==> src/mips_consts.svh <==
// ==================================================================
// mips_core constants
// widths, reset fetch address and memory depths
// ==================================================================
`ifndef MIPS_CONSTS_SVH
`define MIPS_CONSTS_SVH

`define WORD_W      32              // data and instruction width
`define REG_ADDR_W  5               // gpr and cp0 address field
`define RESET_PC    32'h0000_0000   // first fetch after reset

// data memory depth in words
`define DMEM_WORDS  64
`define CP0_REGS    16              // implemented cp0 registers

`endif

==> src/mips_isa_pkg.sv <==
// ==================================================================
// mips_isa_pkg
// instruction-set encodings for the reduced MIPS subset
// ==================================================================
package mips_isa_pkg;

    // primary opcode, instr[31:26]
    typedef enum logic [5:0] {
        OP_SPECIAL = 6'h00,   // r-type, see funct
        OP_ADDIU   = 6'h09,
        OP_COP0    = 6'h10,   // see cop0_op_e in rs field
        OP_LW      = 6'h23,
        OP_SW      = 6'h2b
    } opcode_e;

    // function code of SPECIAL, instr[5:0]
    typedef enum logic [5:0] {
        FN_ADDU = 6'h21,
        FN_SUBU = 6'h23,
        FN_AND  = 6'h24,
        FN_OR   = 6'h25
    } funct_e;

    // rs field of a COP0 instruction
    typedef enum logic [4:0] {
        CP0_MF = 5'h00,   // mfc0 rt, rd
        CP0_MT = 5'h04    // mtc0 rt, rd
    } cop0_op_e;

endpackage

==> src/mips_pipe_pkg.sv <==
// ==================================================================
// mips_pipe_pkg
// pipeline control types shared by decode, forwarding and the core
// ==================================================================
package mips_pipe_pkg;

    typedef enum logic [2:0] {
        ALU_ADD,
        ALU_SUB,
        ALU_AND,
        ALU_OR,
        ALU_PASS_B     // mtc0 data passes through
    } alu_op_e;

    // writeback value source
    typedef enum logic [1:0] {
        WB_ALU,
        WB_MEM,
        WB_CP0
    } wb_sel_e;

    typedef enum logic [1:0] {
        FWD_REG,        // value read in decode
        FWD_MEM_STAGE,
        FWD_WB_STAGE
    } fwd_sel_e;

endpackage

==> src/instr_decode.sv <==
// ==================================================================
// instr_decode
// decode-stage instruction to control levels and register addresses
// ==================================================================
`timescale 1ns/1ps
`include "mips_consts.svh"

module instr_decode import mips_isa_pkg::*, mips_pipe_pkg::*; (
    input  logic [`WORD_W-1:0]     instr,
    output logic [`REG_ADDR_W-1:0] rs,
    output logic [`REG_ADDR_W-1:0] rt,
    output logic [`REG_ADDR_W-1:0] rd_dest,
    output logic                   rs_read,
    output logic                   rt_read,
    output logic [`WORD_W-1:0]     imm,
    output alu_op_e                alu_op,
    output wb_sel_e                wb_sel,
    output logic                   mem_read,
    output logic                   mem_write,
    output logic                   reg_write,
    output logic                   cp0_write
);
    opcode_e  opcode;
    funct_e   funct;
    cop0_op_e cop0_op;

    assign opcode  = opcode_e'(instr[31:26]);
    assign funct   = funct_e'(instr[5:0]);
    assign cop0_op = cop0_op_e'(instr[25:21]);   // rs field doubles as cop0 op

    assign rs  = instr[25:21];
    assign rt  = instr[20:16];
    assign imm = {{16{instr[15]}}, instr[15:0]};   // sign extend

    always_comb begin
        // nop unless proven otherwise
        rd_dest   = '0;
        rs_read   = 1'b0;
        rt_read   = 1'b0;
        alu_op    = ALU_ADD;
        wb_sel    = WB_ALU;
        mem_read  = 1'b0;
        mem_write = 1'b0;
        reg_write = 1'b0;
        cp0_write = 1'b0;
        case (opcode)
            OP_SPECIAL: begin
                if (funct inside {FN_ADDU, FN_SUBU, FN_AND, FN_OR}) begin
                    rd_dest   = instr[15:11];   // r-type writes rd
                    rs_read   = 1'b1;
                    rt_read   = 1'b1;
                    reg_write = 1'b1;
                end
                case (funct)
                    FN_SUBU: alu_op = ALU_SUB;
                    FN_AND:  alu_op = ALU_AND;
                    FN_OR:   alu_op = ALU_OR;
                    default: alu_op = ALU_ADD;
                endcase
            end
            OP_ADDIU: begin
                rd_dest   = rt;
                rs_read   = 1'b1;
                reg_write = 1'b1;
            end
            OP_LW: begin
                rd_dest   = rt;
                rs_read   = 1'b1;   // base
                wb_sel    = WB_MEM;
                mem_read  = 1'b1;
                reg_write = 1'b1;
            end
            OP_SW: begin
                rs_read   = 1'b1;
                rt_read   = 1'b1;   // store data
                mem_write = 1'b1;
            end
            OP_COP0: begin
                if (cop0_op == CP0_MF) begin
                    rd_dest   = rt;
                    wb_sel    = WB_CP0;
                    reg_write = 1'b1;
                end else if (cop0_op == CP0_MT) begin
                    rt_read   = 1'b1;
                    alu_op    = ALU_PASS_B;   // rt value rides to memory stage
                    cp0_write = 1'b1;
                end
            end
            default: ;   // unknown opcode stays a nop
        endcase
    end

endmodule

==> src/reg_file.sv <==
// ==================================================================
// reg_file
// 32x32 gpr, two read ports, one write port with same-cycle bypass
// ==================================================================
`timescale 1ns/1ps
`include "mips_consts.svh"

module reg_file (
    input  logic                   clk,
    input  logic                   rst,
    input  logic [`REG_ADDR_W-1:0] ra,
    input  logic [`REG_ADDR_W-1:0] rb,
    output logic [`WORD_W-1:0]     qa,
    output logic [`WORD_W-1:0]     qb,
    input  logic                   we,
    input  logic [`REG_ADDR_W-1:0] wa,
    input  logic [`WORD_W-1:0]     wd
);
    localparam int NREGS = 1 << `REG_ADDR_W;

    logic [`WORD_W-1:0] regs [0:NREGS-1];

    always_ff @(posedge clk) begin
        if (rst) begin
            for (int i = 0; i < NREGS; i++) begin
                regs[i] <= '0;
            end
        end else if (we && wa != '0) begin   // r0 stays zero
            regs[wa] <= wd;
        end
    end

    // writeback lands in the same cycle as the decode read
    assign qa = (we && wa == ra && ra != '0) ? wd : regs[ra];
    assign qb = (we && wa == rb && rb != '0) ? wd : regs[rb];

endmodule

==> src/cp0_regs.sv <==
// ==================================================================
// cp0_regs
// coprocessor 0 bank, read in decode, written from the memory stage
// ==================================================================
`timescale 1ns/1ps
`include "mips_consts.svh"

module cp0_regs (
    input  logic                   clk,
    input  logic                   rst,
    input  logic [`REG_ADDR_W-1:0] raddr,
    output logic [`WORD_W-1:0]     rdata,
    input  logic                   we,
    input  logic [`REG_ADDR_W-1:0] waddr,
    input  logic [`WORD_W-1:0]     wdata
);
    localparam int IDX_W = $clog2(`CP0_REGS);

    logic [`WORD_W-1:0] bank [0:`CP0_REGS-1];
    logic               rd_hit;
    logic               wr_hit;

    assign rd_hit = raddr < `REG_ADDR_W'(`CP0_REGS);
    assign wr_hit = waddr < `REG_ADDR_W'(`CP0_REGS);

    always_ff @(posedge clk) begin
        if (rst) begin
            for (int i = 0; i < `CP0_REGS; i++) begin
                bank[i] <= '0;
            end
        end else if (we && wr_hit) begin
            bank[waddr[IDX_W-1:0]] <= wdata;
        end
    end

    // no write bypass here, mfc0 waits in decode instead
    assign rdata = rd_hit ? bank[raddr[IDX_W-1:0]] : '0;

endmodule

==> src/forward_unit.sv <==
// ==================================================================
// forward_unit
// picks the newest producer of each execute operand
// ==================================================================
`timescale 1ns/1ps
`include "mips_consts.svh"

module forward_unit import mips_pipe_pkg::*; (
    input  logic [`REG_ADDR_W-1:0] exe_rs,
    input  logic [`REG_ADDR_W-1:0] exe_rt,
    input  logic [`REG_ADDR_W-1:0] mem_dest,
    input  logic                   mem_reg_write,
    input  logic [`REG_ADDR_W-1:0] wb_dest,
    input  logic                   wb_reg_write,
    output fwd_sel_e               fwd_a,
    output fwd_sel_e               fwd_b
);
    // memory stage is younger, so it is checked first
    function automatic fwd_sel_e pick(input logic [`REG_ADDR_W-1:0] src);
        if (mem_reg_write && mem_dest != '0 && mem_dest == src) begin
            return FWD_MEM_STAGE;
        end else if (wb_reg_write && wb_dest != '0 && wb_dest == src) begin
            return FWD_WB_STAGE;
        end
        return FWD_REG;   // r0 or no pending writer
    endfunction

    assign fwd_a = pick(exe_rs);
    assign fwd_b = pick(exe_rt);

endmodule

==> src/data_hazard.sv <==
// ==================================================================
// data_hazard
// stall and flush levels for load-use and mtc0/mfc0 conflicts
// ==================================================================
`timescale 1ns/1ps
`include "mips_consts.svh"

module data_hazard import mips_isa_pkg::*; (
    input  logic [`WORD_W-1:0] id_instr,
    input  logic               rs_read,
    input  logic               rt_read,
    input  logic [`WORD_W-1:0] exe_instr,
    input  logic [`WORD_W-1:0] mem_instr,
    output logic               pc_wr,
    output logic               id_wr,
    output logic               exe_wr,
    output logic               exe_flush,
    output logic               mem_flush
);
    logic load_use;
    logic exe_mtc0;
    logic mem_mtc0;
    logic id_mfc0;

    function automatic logic is_cop0(input logic [`WORD_W-1:0] w, input cop0_op_e op);
        return w[31:26] == OP_COP0 && w[25:21] == op;
    endfunction

    // loaded register is the rt field of the lw in execute
    assign load_use = exe_instr[31:26] == OP_LW &&
                      ((rs_read && id_instr[25:21] == exe_instr[20:16]) ||
                       (rt_read && id_instr[20:16] == exe_instr[20:16]));

    assign exe_mtc0 = is_cop0(exe_instr, CP0_MT);
    assign mem_mtc0 = is_cop0(mem_instr, CP0_MT);
    assign id_mfc0  = is_cop0(id_instr, CP0_MF);

    always_comb begin
        if (load_use || (exe_mtc0 && id_mfc0)) begin
            pc_wr     = 1'b0;   // hold fetch and decode
            id_wr     = 1'b0;
            exe_wr    = 1'b1;
            exe_flush = 1'b1;   // bubble into execute
            mem_flush = 1'b0;
        end else if (mem_mtc0 && id_mfc0) begin
            // cp0 write lands at end of this cycle
            pc_wr     = 1'b0;
            id_wr     = 1'b0;
            exe_wr    = 1'b0;   // execute keeps its instruction
            exe_flush = 1'b0;
            mem_flush = 1'b1;
        end else begin
            pc_wr     = 1'b1;
            id_wr     = 1'b1;
            exe_wr    = 1'b1;
            exe_flush = 1'b0;
            mem_flush = 1'b0;
        end
    end

endmodule

==> src/mips_core.sv <==
// ==================================================================
// mips_core
// five-stage integer pipeline with forwarding and hazard stalls
// ==================================================================
`timescale 1ns/1ps
`include "mips_consts.svh"

module mips_core import mips_isa_pkg::*, mips_pipe_pkg::*; (
    input  logic                   clk,
    input  logic                   rst,
    output logic [`WORD_W-1:0]     inst_addr,
    input  logic [`WORD_W-1:0]     inst_data,
    output logic                   wb_en,
    output logic [`REG_ADDR_W-1:0] wb_reg,
    output logic [`WORD_W-1:0]     wb_data
);
    localparam int DMEM_AW = $clog2(`DMEM_WORDS);

    logic [`WORD_W-1:0]     pc;
    logic [`WORD_W-1:0]     id_instr;   // IF/ID
    logic [`REG_ADDR_W-1:0] id_rs, id_rt, id_dest;
    logic                   id_rs_read, id_rt_read;
    logic [`WORD_W-1:0]     id_imm, id_qa, id_qb, id_cp0;
    alu_op_e                id_alu_op;
    wb_sel_e                id_wb_sel;
    logic                   id_mem_read, id_mem_write, id_reg_write, id_cp0_write;
    logic                   id_use_imm;
    logic                   pc_wr, id_wr, exe_wr, exe_flush, mem_flush;
    // ID/EXE
    logic [`WORD_W-1:0]     exe_instr, exe_a, exe_b, exe_imm, exe_cp0;
    logic [`REG_ADDR_W-1:0] exe_dest;
    alu_op_e                exe_alu_op;
    wb_sel_e                exe_wb_sel;
    logic                   exe_mem_write, exe_reg_write, exe_cp0_write, exe_use_imm;
    fwd_sel_e               fwd_a, fwd_b;
    logic [`WORD_W-1:0]     op_a, op_b, alu_b, alu_out, exe_result;
    // EX/MEM
    logic [`WORD_W-1:0]     mem_instr, mem_result, mem_store, mem_out;
    logic [`REG_ADDR_W-1:0] mem_dest;
    wb_sel_e                mem_wb_sel;
    logic                   mem_mem_write, mem_reg_write, mem_cp0_write;
    logic [`WORD_W-1:0]     dmem [0:`DMEM_WORDS-1];
    // MEM/WB
    logic [`REG_ADDR_W-1:0] wb_dest;
    logic [`WORD_W-1:0]     wb_val;
    logic                   wb_reg_write;

    // fetch
    always_ff @(posedge clk) begin
        if (rst) begin
            pc       <= `RESET_PC;
            id_instr <= '0;
        end else begin
            if (pc_wr) pc <= pc + `WORD_W'(4);
            if (id_wr) id_instr <= inst_data;   // testbench answers same cycle
        end
    end
    assign inst_addr = pc;

    // decode
    instr_decode u_dec (
        .instr(id_instr), .rs(id_rs), .rt(id_rt), .rd_dest(id_dest),
        .rs_read(id_rs_read), .rt_read(id_rt_read), .imm(id_imm),
        .alu_op(id_alu_op), .wb_sel(id_wb_sel), .mem_read(id_mem_read),
        .mem_write(id_mem_write), .reg_write(id_reg_write), .cp0_write(id_cp0_write)
    );
    reg_file u_rf (
        .clk(clk), .rst(rst), .ra(id_rs), .rb(id_rt), .qa(id_qa), .qb(id_qb),
        .we(wb_en), .wa(wb_dest), .wd(wb_val)
    );
    cp0_regs u_cp0 (
        .clk(clk), .rst(rst), .raddr(id_instr[15:11]), .rdata(id_cp0),
        .we(mem_cp0_write), .waddr(mem_instr[15:11]), .wdata(mem_result)
    );
    data_hazard u_hazard (
        .id_instr(id_instr), .rs_read(id_rs_read), .rt_read(id_rt_read),
        .exe_instr(exe_instr), .mem_instr(mem_instr), .pc_wr(pc_wr), .id_wr(id_wr),
        .exe_wr(exe_wr), .exe_flush(exe_flush), .mem_flush(mem_flush)
    );
    assign id_use_imm = id_mem_read || id_mem_write || id_instr[31:26] == OP_ADDIU;

    always_ff @(posedge clk) begin
        if (rst || exe_flush) begin
            exe_instr     <= '0;   // bubble
            exe_alu_op    <= ALU_ADD;
            exe_wb_sel    <= WB_ALU;
            exe_mem_write <= 1'b0;
            exe_reg_write <= 1'b0;
            exe_cp0_write <= 1'b0;
            exe_use_imm   <= 1'b0;
        end else if (exe_wr) begin
            exe_instr     <= id_instr;
            exe_alu_op    <= id_alu_op;
            exe_wb_sel    <= id_wb_sel;
            exe_mem_write <= id_mem_write;
            exe_reg_write <= id_reg_write;
            exe_cp0_write <= id_cp0_write;
            exe_use_imm   <= id_use_imm;
        end
        if (exe_wr) begin
            exe_a    <= id_qa;
            exe_b    <= id_qb;
            exe_imm  <= id_imm;
            exe_cp0  <= id_cp0;
            exe_dest <= id_dest;
        end else begin
            // held in execute, keep forwarded operands before producer retires
            exe_a <= op_a;
            exe_b <= op_b;
        end
    end

    // execute
    forward_unit u_fwd (
        .exe_rs(exe_instr[25:21]), .exe_rt(exe_instr[20:16]),
        .mem_dest(mem_dest), .mem_reg_write(mem_reg_write),
        .wb_dest(wb_dest), .wb_reg_write(wb_reg_write), .fwd_a(fwd_a), .fwd_b(fwd_b)
    );

    function automatic logic [`WORD_W-1:0] fwd_mux(input fwd_sel_e sel,
                                                   input logic [`WORD_W-1:0] reg_val);
        case (sel)
            FWD_MEM_STAGE: return mem_result;
            FWD_WB_STAGE:  return wb_val;
            default:       return reg_val;
        endcase
    endfunction

    assign op_a  = fwd_mux(fwd_a, exe_a);
    assign op_b  = fwd_mux(fwd_b, exe_b);
    assign alu_b = exe_use_imm ? exe_imm : op_b;

    always_comb begin
        case (exe_alu_op)
            ALU_SUB:    alu_out = op_a - alu_b;
            ALU_AND:    alu_out = op_a & alu_b;
            ALU_OR:     alu_out = op_a | alu_b;
            ALU_PASS_B: alu_out = alu_b;
            default:    alu_out = op_a + alu_b;   // addu, addiu, address
        endcase
    end
    assign exe_result = (exe_wb_sel == WB_CP0) ? exe_cp0 : alu_out;

    always_ff @(posedge clk) begin
        if (rst || mem_flush) begin
            mem_instr     <= '0;
            mem_wb_sel    <= WB_ALU;
            mem_mem_write <= 1'b0;
            mem_reg_write <= 1'b0;
            mem_cp0_write <= 1'b0;
        end else begin
            mem_instr     <= exe_instr;
            mem_wb_sel    <= exe_wb_sel;
            mem_mem_write <= exe_mem_write;
            mem_reg_write <= exe_reg_write;
            mem_cp0_write <= exe_cp0_write;
        end
        mem_result <= exe_result;
        mem_store  <= op_b;   // forwarded rt for sw
        mem_dest   <= exe_dest;
    end

    // memory, word addressed, async read
    always_ff @(posedge clk) begin
        if (mem_mem_write) dmem[mem_result[DMEM_AW+1:2]] <= mem_store;
    end
    assign mem_out = (mem_wb_sel == WB_MEM) ? dmem[mem_result[DMEM_AW+1:2]] : mem_result;

    always_ff @(posedge clk) begin
        if (rst) wb_reg_write <= 1'b0;
        else     wb_reg_write <= mem_reg_write;
        wb_dest <= mem_dest;
        wb_val  <= mem_out;
    end

    // writeback, r0 writes are dropped here
    assign wb_en   = wb_reg_write && wb_dest != '0;
    assign wb_reg  = wb_dest;
    assign wb_data = wb_val;

endmodule

==> config.mk <==
export PLATFORM = sky130hd
export DESIGN_NAME = mips_core
export DESIGN_NICKNAME = d
export VERILOG_FILES = /design/src/mips_isa_pkg.sv /design/src/mips_pipe_pkg.sv /design/src/instr_decode.sv /design/src/reg_file.sv /design/src/cp0_regs.sv /design/src/forward_unit.sv /design/src/data_hazard.sv /design/src/mips_core.sv
export VERILOG_INCLUDE_DIRS = /design/src /design/src/src
export SDC_FILE = /design/constraint.sdc
export NUM_CORES = 2
export LEC_CHECK = 0
export BUFFER_PORTS_ARGS = -buffer_cell sky130_fd_sc_hd__clkbuf_2
export CAP_MARGIN = 20
export CORE_AREA = 2 2 501 503
export CTS_CLUSTER_DIAMETER = 50
export DETAILED_ROUTE_END_ITERATION = 7
export DIE_AREA = 0 0 503 505
export HOLD_SLACK_MARGIN = 0.03
export MAX_ROUTING_LAYER = met4
export PLACE_DENSITY_LB_ADDON = 0.05
export SYNTH_ARGS = -nofsm -noshare
export SYNTH_HDL_FRONTEND = slang
export SYNTH_SLANG_ARGS = --single-unit
==> constraint.sdc <==
create_clock -name clk -period 11.5 [get_ports clk]
set_input_delay 1.15 -clock clk [delete_from_list [all_inputs] [get_ports clk]]
set_output_delay 1.15 -clock clk [all_outputs]
set_load 0.05 [all_outputs]
==> impl_metrics.yaml <==
outcome:
  status: "finished clean"
power:
  internal_power_uw: 26640
  ir_worst_vdd_v: 0.0002468
  switching_power_uw: 12820
  p_comb_frac: 0.227
  power.share.switching: 0.3248
  power.total_uw: 39460
  pwr-share-seq: 0.428
  p_leak_uw: 0.06253
  power_density_nw_per_um2: 210.3
  pwr-share-clk: 0.345
routing:
  drc_errors: 0
  drt_iter0_markers: 17780
  via_per_inst: 7.303
  drt_wl_total_mm: 526.0
  antenna_left: 0
  vias: 104200
  drtPass1Iterations: 8
  wl_per_cell_um: 36.85
cells_and_area:
  layout_common_cells: "3637 x edfxtp_1, 1467 x and2_1, 805 x mux4_2"
  final_util: 0.7561
  largest_reg_flops: 2048
  fin_cells: 14270
  drive_gt1_frac: 0.2003
  final_common_cell: "edfxtp_1"
  fillers: 14520
  fin_nets: 10640
  design_area_um2: 187700
  area.growth.synth_to_final_pct: 11.45
timing:
  final-hold-violation-count: 0
  skew_ns: 0.09088
  worst_slew_pin_slew_ns: 1.327
  rsz0062_at_grt: "no"
  finalSetupTns_ns: 0
  period_share: 0.6667
  fmax_ghz: 0.1304
  finalSetupViolations: 0
  min_period_ns: 7.667
  drv_slew: 0
  slew_headroom: 0.09032
global_routing:
  antenna_found_initial: 28
  grt_max_degree: 113
  grt_use_total: 0.4274
  grt-ovfl-total: 0
  grt_pass1_vias: 101700
  grt_pass1_wl_mm: 741.3
clock_tree:
  clkSinkCount: 3931
  clk_pin_slew_ns: 0.06
  cts_htree_levels: 5
  hold_buffers: 0
  cts_max_path_buffers: 4
  clockRootBuffer: "clkbuf_16"
  worstSkewPairLatency_ns: 0.96
  cts_tree: "yes"
  cts_resized: 0
  post_cts_buffers: 0
  cts_made_buffers: 419
floorplanning:
  start_util: 0.6784
  ios: 104
  floorplan.rows: 183
  die-area_um2: 254000
  core_um2: 248200
  die_w_um: 503
  die_y_um: 505
setup_path:
  crit_type: "register to register"
  end_kind: "register"
  crit_arrival_ns: 8.49
  required_ns: 12.32
  crit_path_max_fanout: 26
  worstSetupStartpointType: "register"
synthesis:
  syn-cell-area_um2: 168400
  ys_warn_count: 0
  synth-main-ff-cell: "edfxtp_1"
  yosysSeqAreaShare: 0.6836
  avgSynthCellArea_um2: 15.94
  synth_edf_count: 3637
  synth.ff_latch_count: 3931
  async_flop_share: 0
  syn_inst: 10570
  yosysUniqueCellTypes: 96
place:
  place.gp.congestion: 0.9510
  dp.final_hpwl_mm: 298.5
  place_area_um2: 173600
  dp_cells: 13470
  io_buffers: 101
job:
  cap_viol_max_count: 0
min_path:
  hp-class: "register to register"
==> cell type report <==
class                   instances  area (µm²)  area share
repair buffers                479        3607     0.01922
clock buffers                 507       10990     0.05855
inverters                      43       161.4   0.0008601
diodes                         25       62.56   0.0003334
flip-flops and latches       3931      115200      0.6139
clock inverters               260        2932     0.01562
multi-input cells            5697       50540      0.2693
well taps                    3330        4167     0.02220
==> synthesized netlist by cell type, drive strengths merged, types with 156 or more instances <==
cell type	instances	area, µm²
buf	204	864.6
nand2	316	1189
dfxtp	294	5886
nor2	387	1453
mux4	805	18130
a22oi	760	5705
edfxtp	3637	109200
o21ai	227	1140
a21oi	189	949.7
a31oi	161	1035
clkbuf	724	2720
mux2i	156	1562
and2	1471	9203
==> kinds of logic (layout without fill, tap and decap cells) <==
group           count (synthesis)  after routing  synth area share
compound gates               1801           1801           0.07611
xor+xnor                      108            108          0.005618
buf+inv                       971           1289           0.02225
other cells                     1             59        0.00002227
mux                           967            967            0.1173
simple gates                 2718           2718           0.09035
flops                        3931           3931            0.6836
fa+ha+maj                      69             69          0.004726
==> through the flow <==
step,worst slack [ns],hold WS [ns]
floorplan,5.456,0.3233
global placement,3.804,0.3546
detailed placement,3.977,0.3358
CTS,3.969,0.3406
global route,3.259,0.3490
finish,3.833,0.3470
==> routing by layer <==
metal / GRT usage / share of wire / vias to the layer above
met5: - / 0 / -
met4: 0.2505 / 0.073 / 0
met3: 0.1001 / 0.14 / 1598
met2: 0.6189 / 0.46 / 8451
met1: 0.5599 / 0.34 / 52540
li1: - / - / 41650
==> power groups by stage <==
| stage | Sequential (µW) | Combinational, µW | Clock (µW) |
|---|---|---|---|
| after floorplan | 17100 | 4300 | 0 |
| after global placement | 17100 | 8450 | 0 |
| after detailed placement | 17200 | 8560 | 0 |
| after CTS | 16900 | 8610 | 13600 |
| after global routing | 16900 | 9140 | 14200 |
| final | 16900 | 8960 | 13600 |
==> final timing paths <==
| path | slack [ns] | endpoint | cells past startpoint | startpoint |
|---|---|---|---|---|
| max | 3.83 | mem_result[27] | 24 | wb_reg[2] |
| min | 0.35 | mem_dest[0] | 0 | exe_dest[0] |
| max reg2reg | 3.83 | mem_result[27] | 24 | wb_reg[2] |
| min reg2reg | 0.35 | mem_dest[0] | 0 | exe_dest[0] |
==> critical path, stage by stage, from the launching register on <==
cell and delay [ns]:
dfxtp_1 0.69, or3_1 0.50, o311a_1 0.22, buf_4 0.29
nand2_2 0.31, a211oi_1 0.41, nor2_1 0.14, mux2i_1 0.31
ha_1 0.29, o211ai_1 0.21, nor4_1 0.62, and2_1 0.45
nor2_1 0.10, xnor2_1 0.14, ha_1 0.35, a21o_1 0.18
a21o_1 0.19, a2111oi_0 0.57, o21ai_0 0.19, a22oi_1 0.43
o211ai_1 0.28, a31oi_1 0.27, xnor2_1 0.14, nand2_1 0.07
a31oi_1 0.22
(Power assumes the default switching activity.)
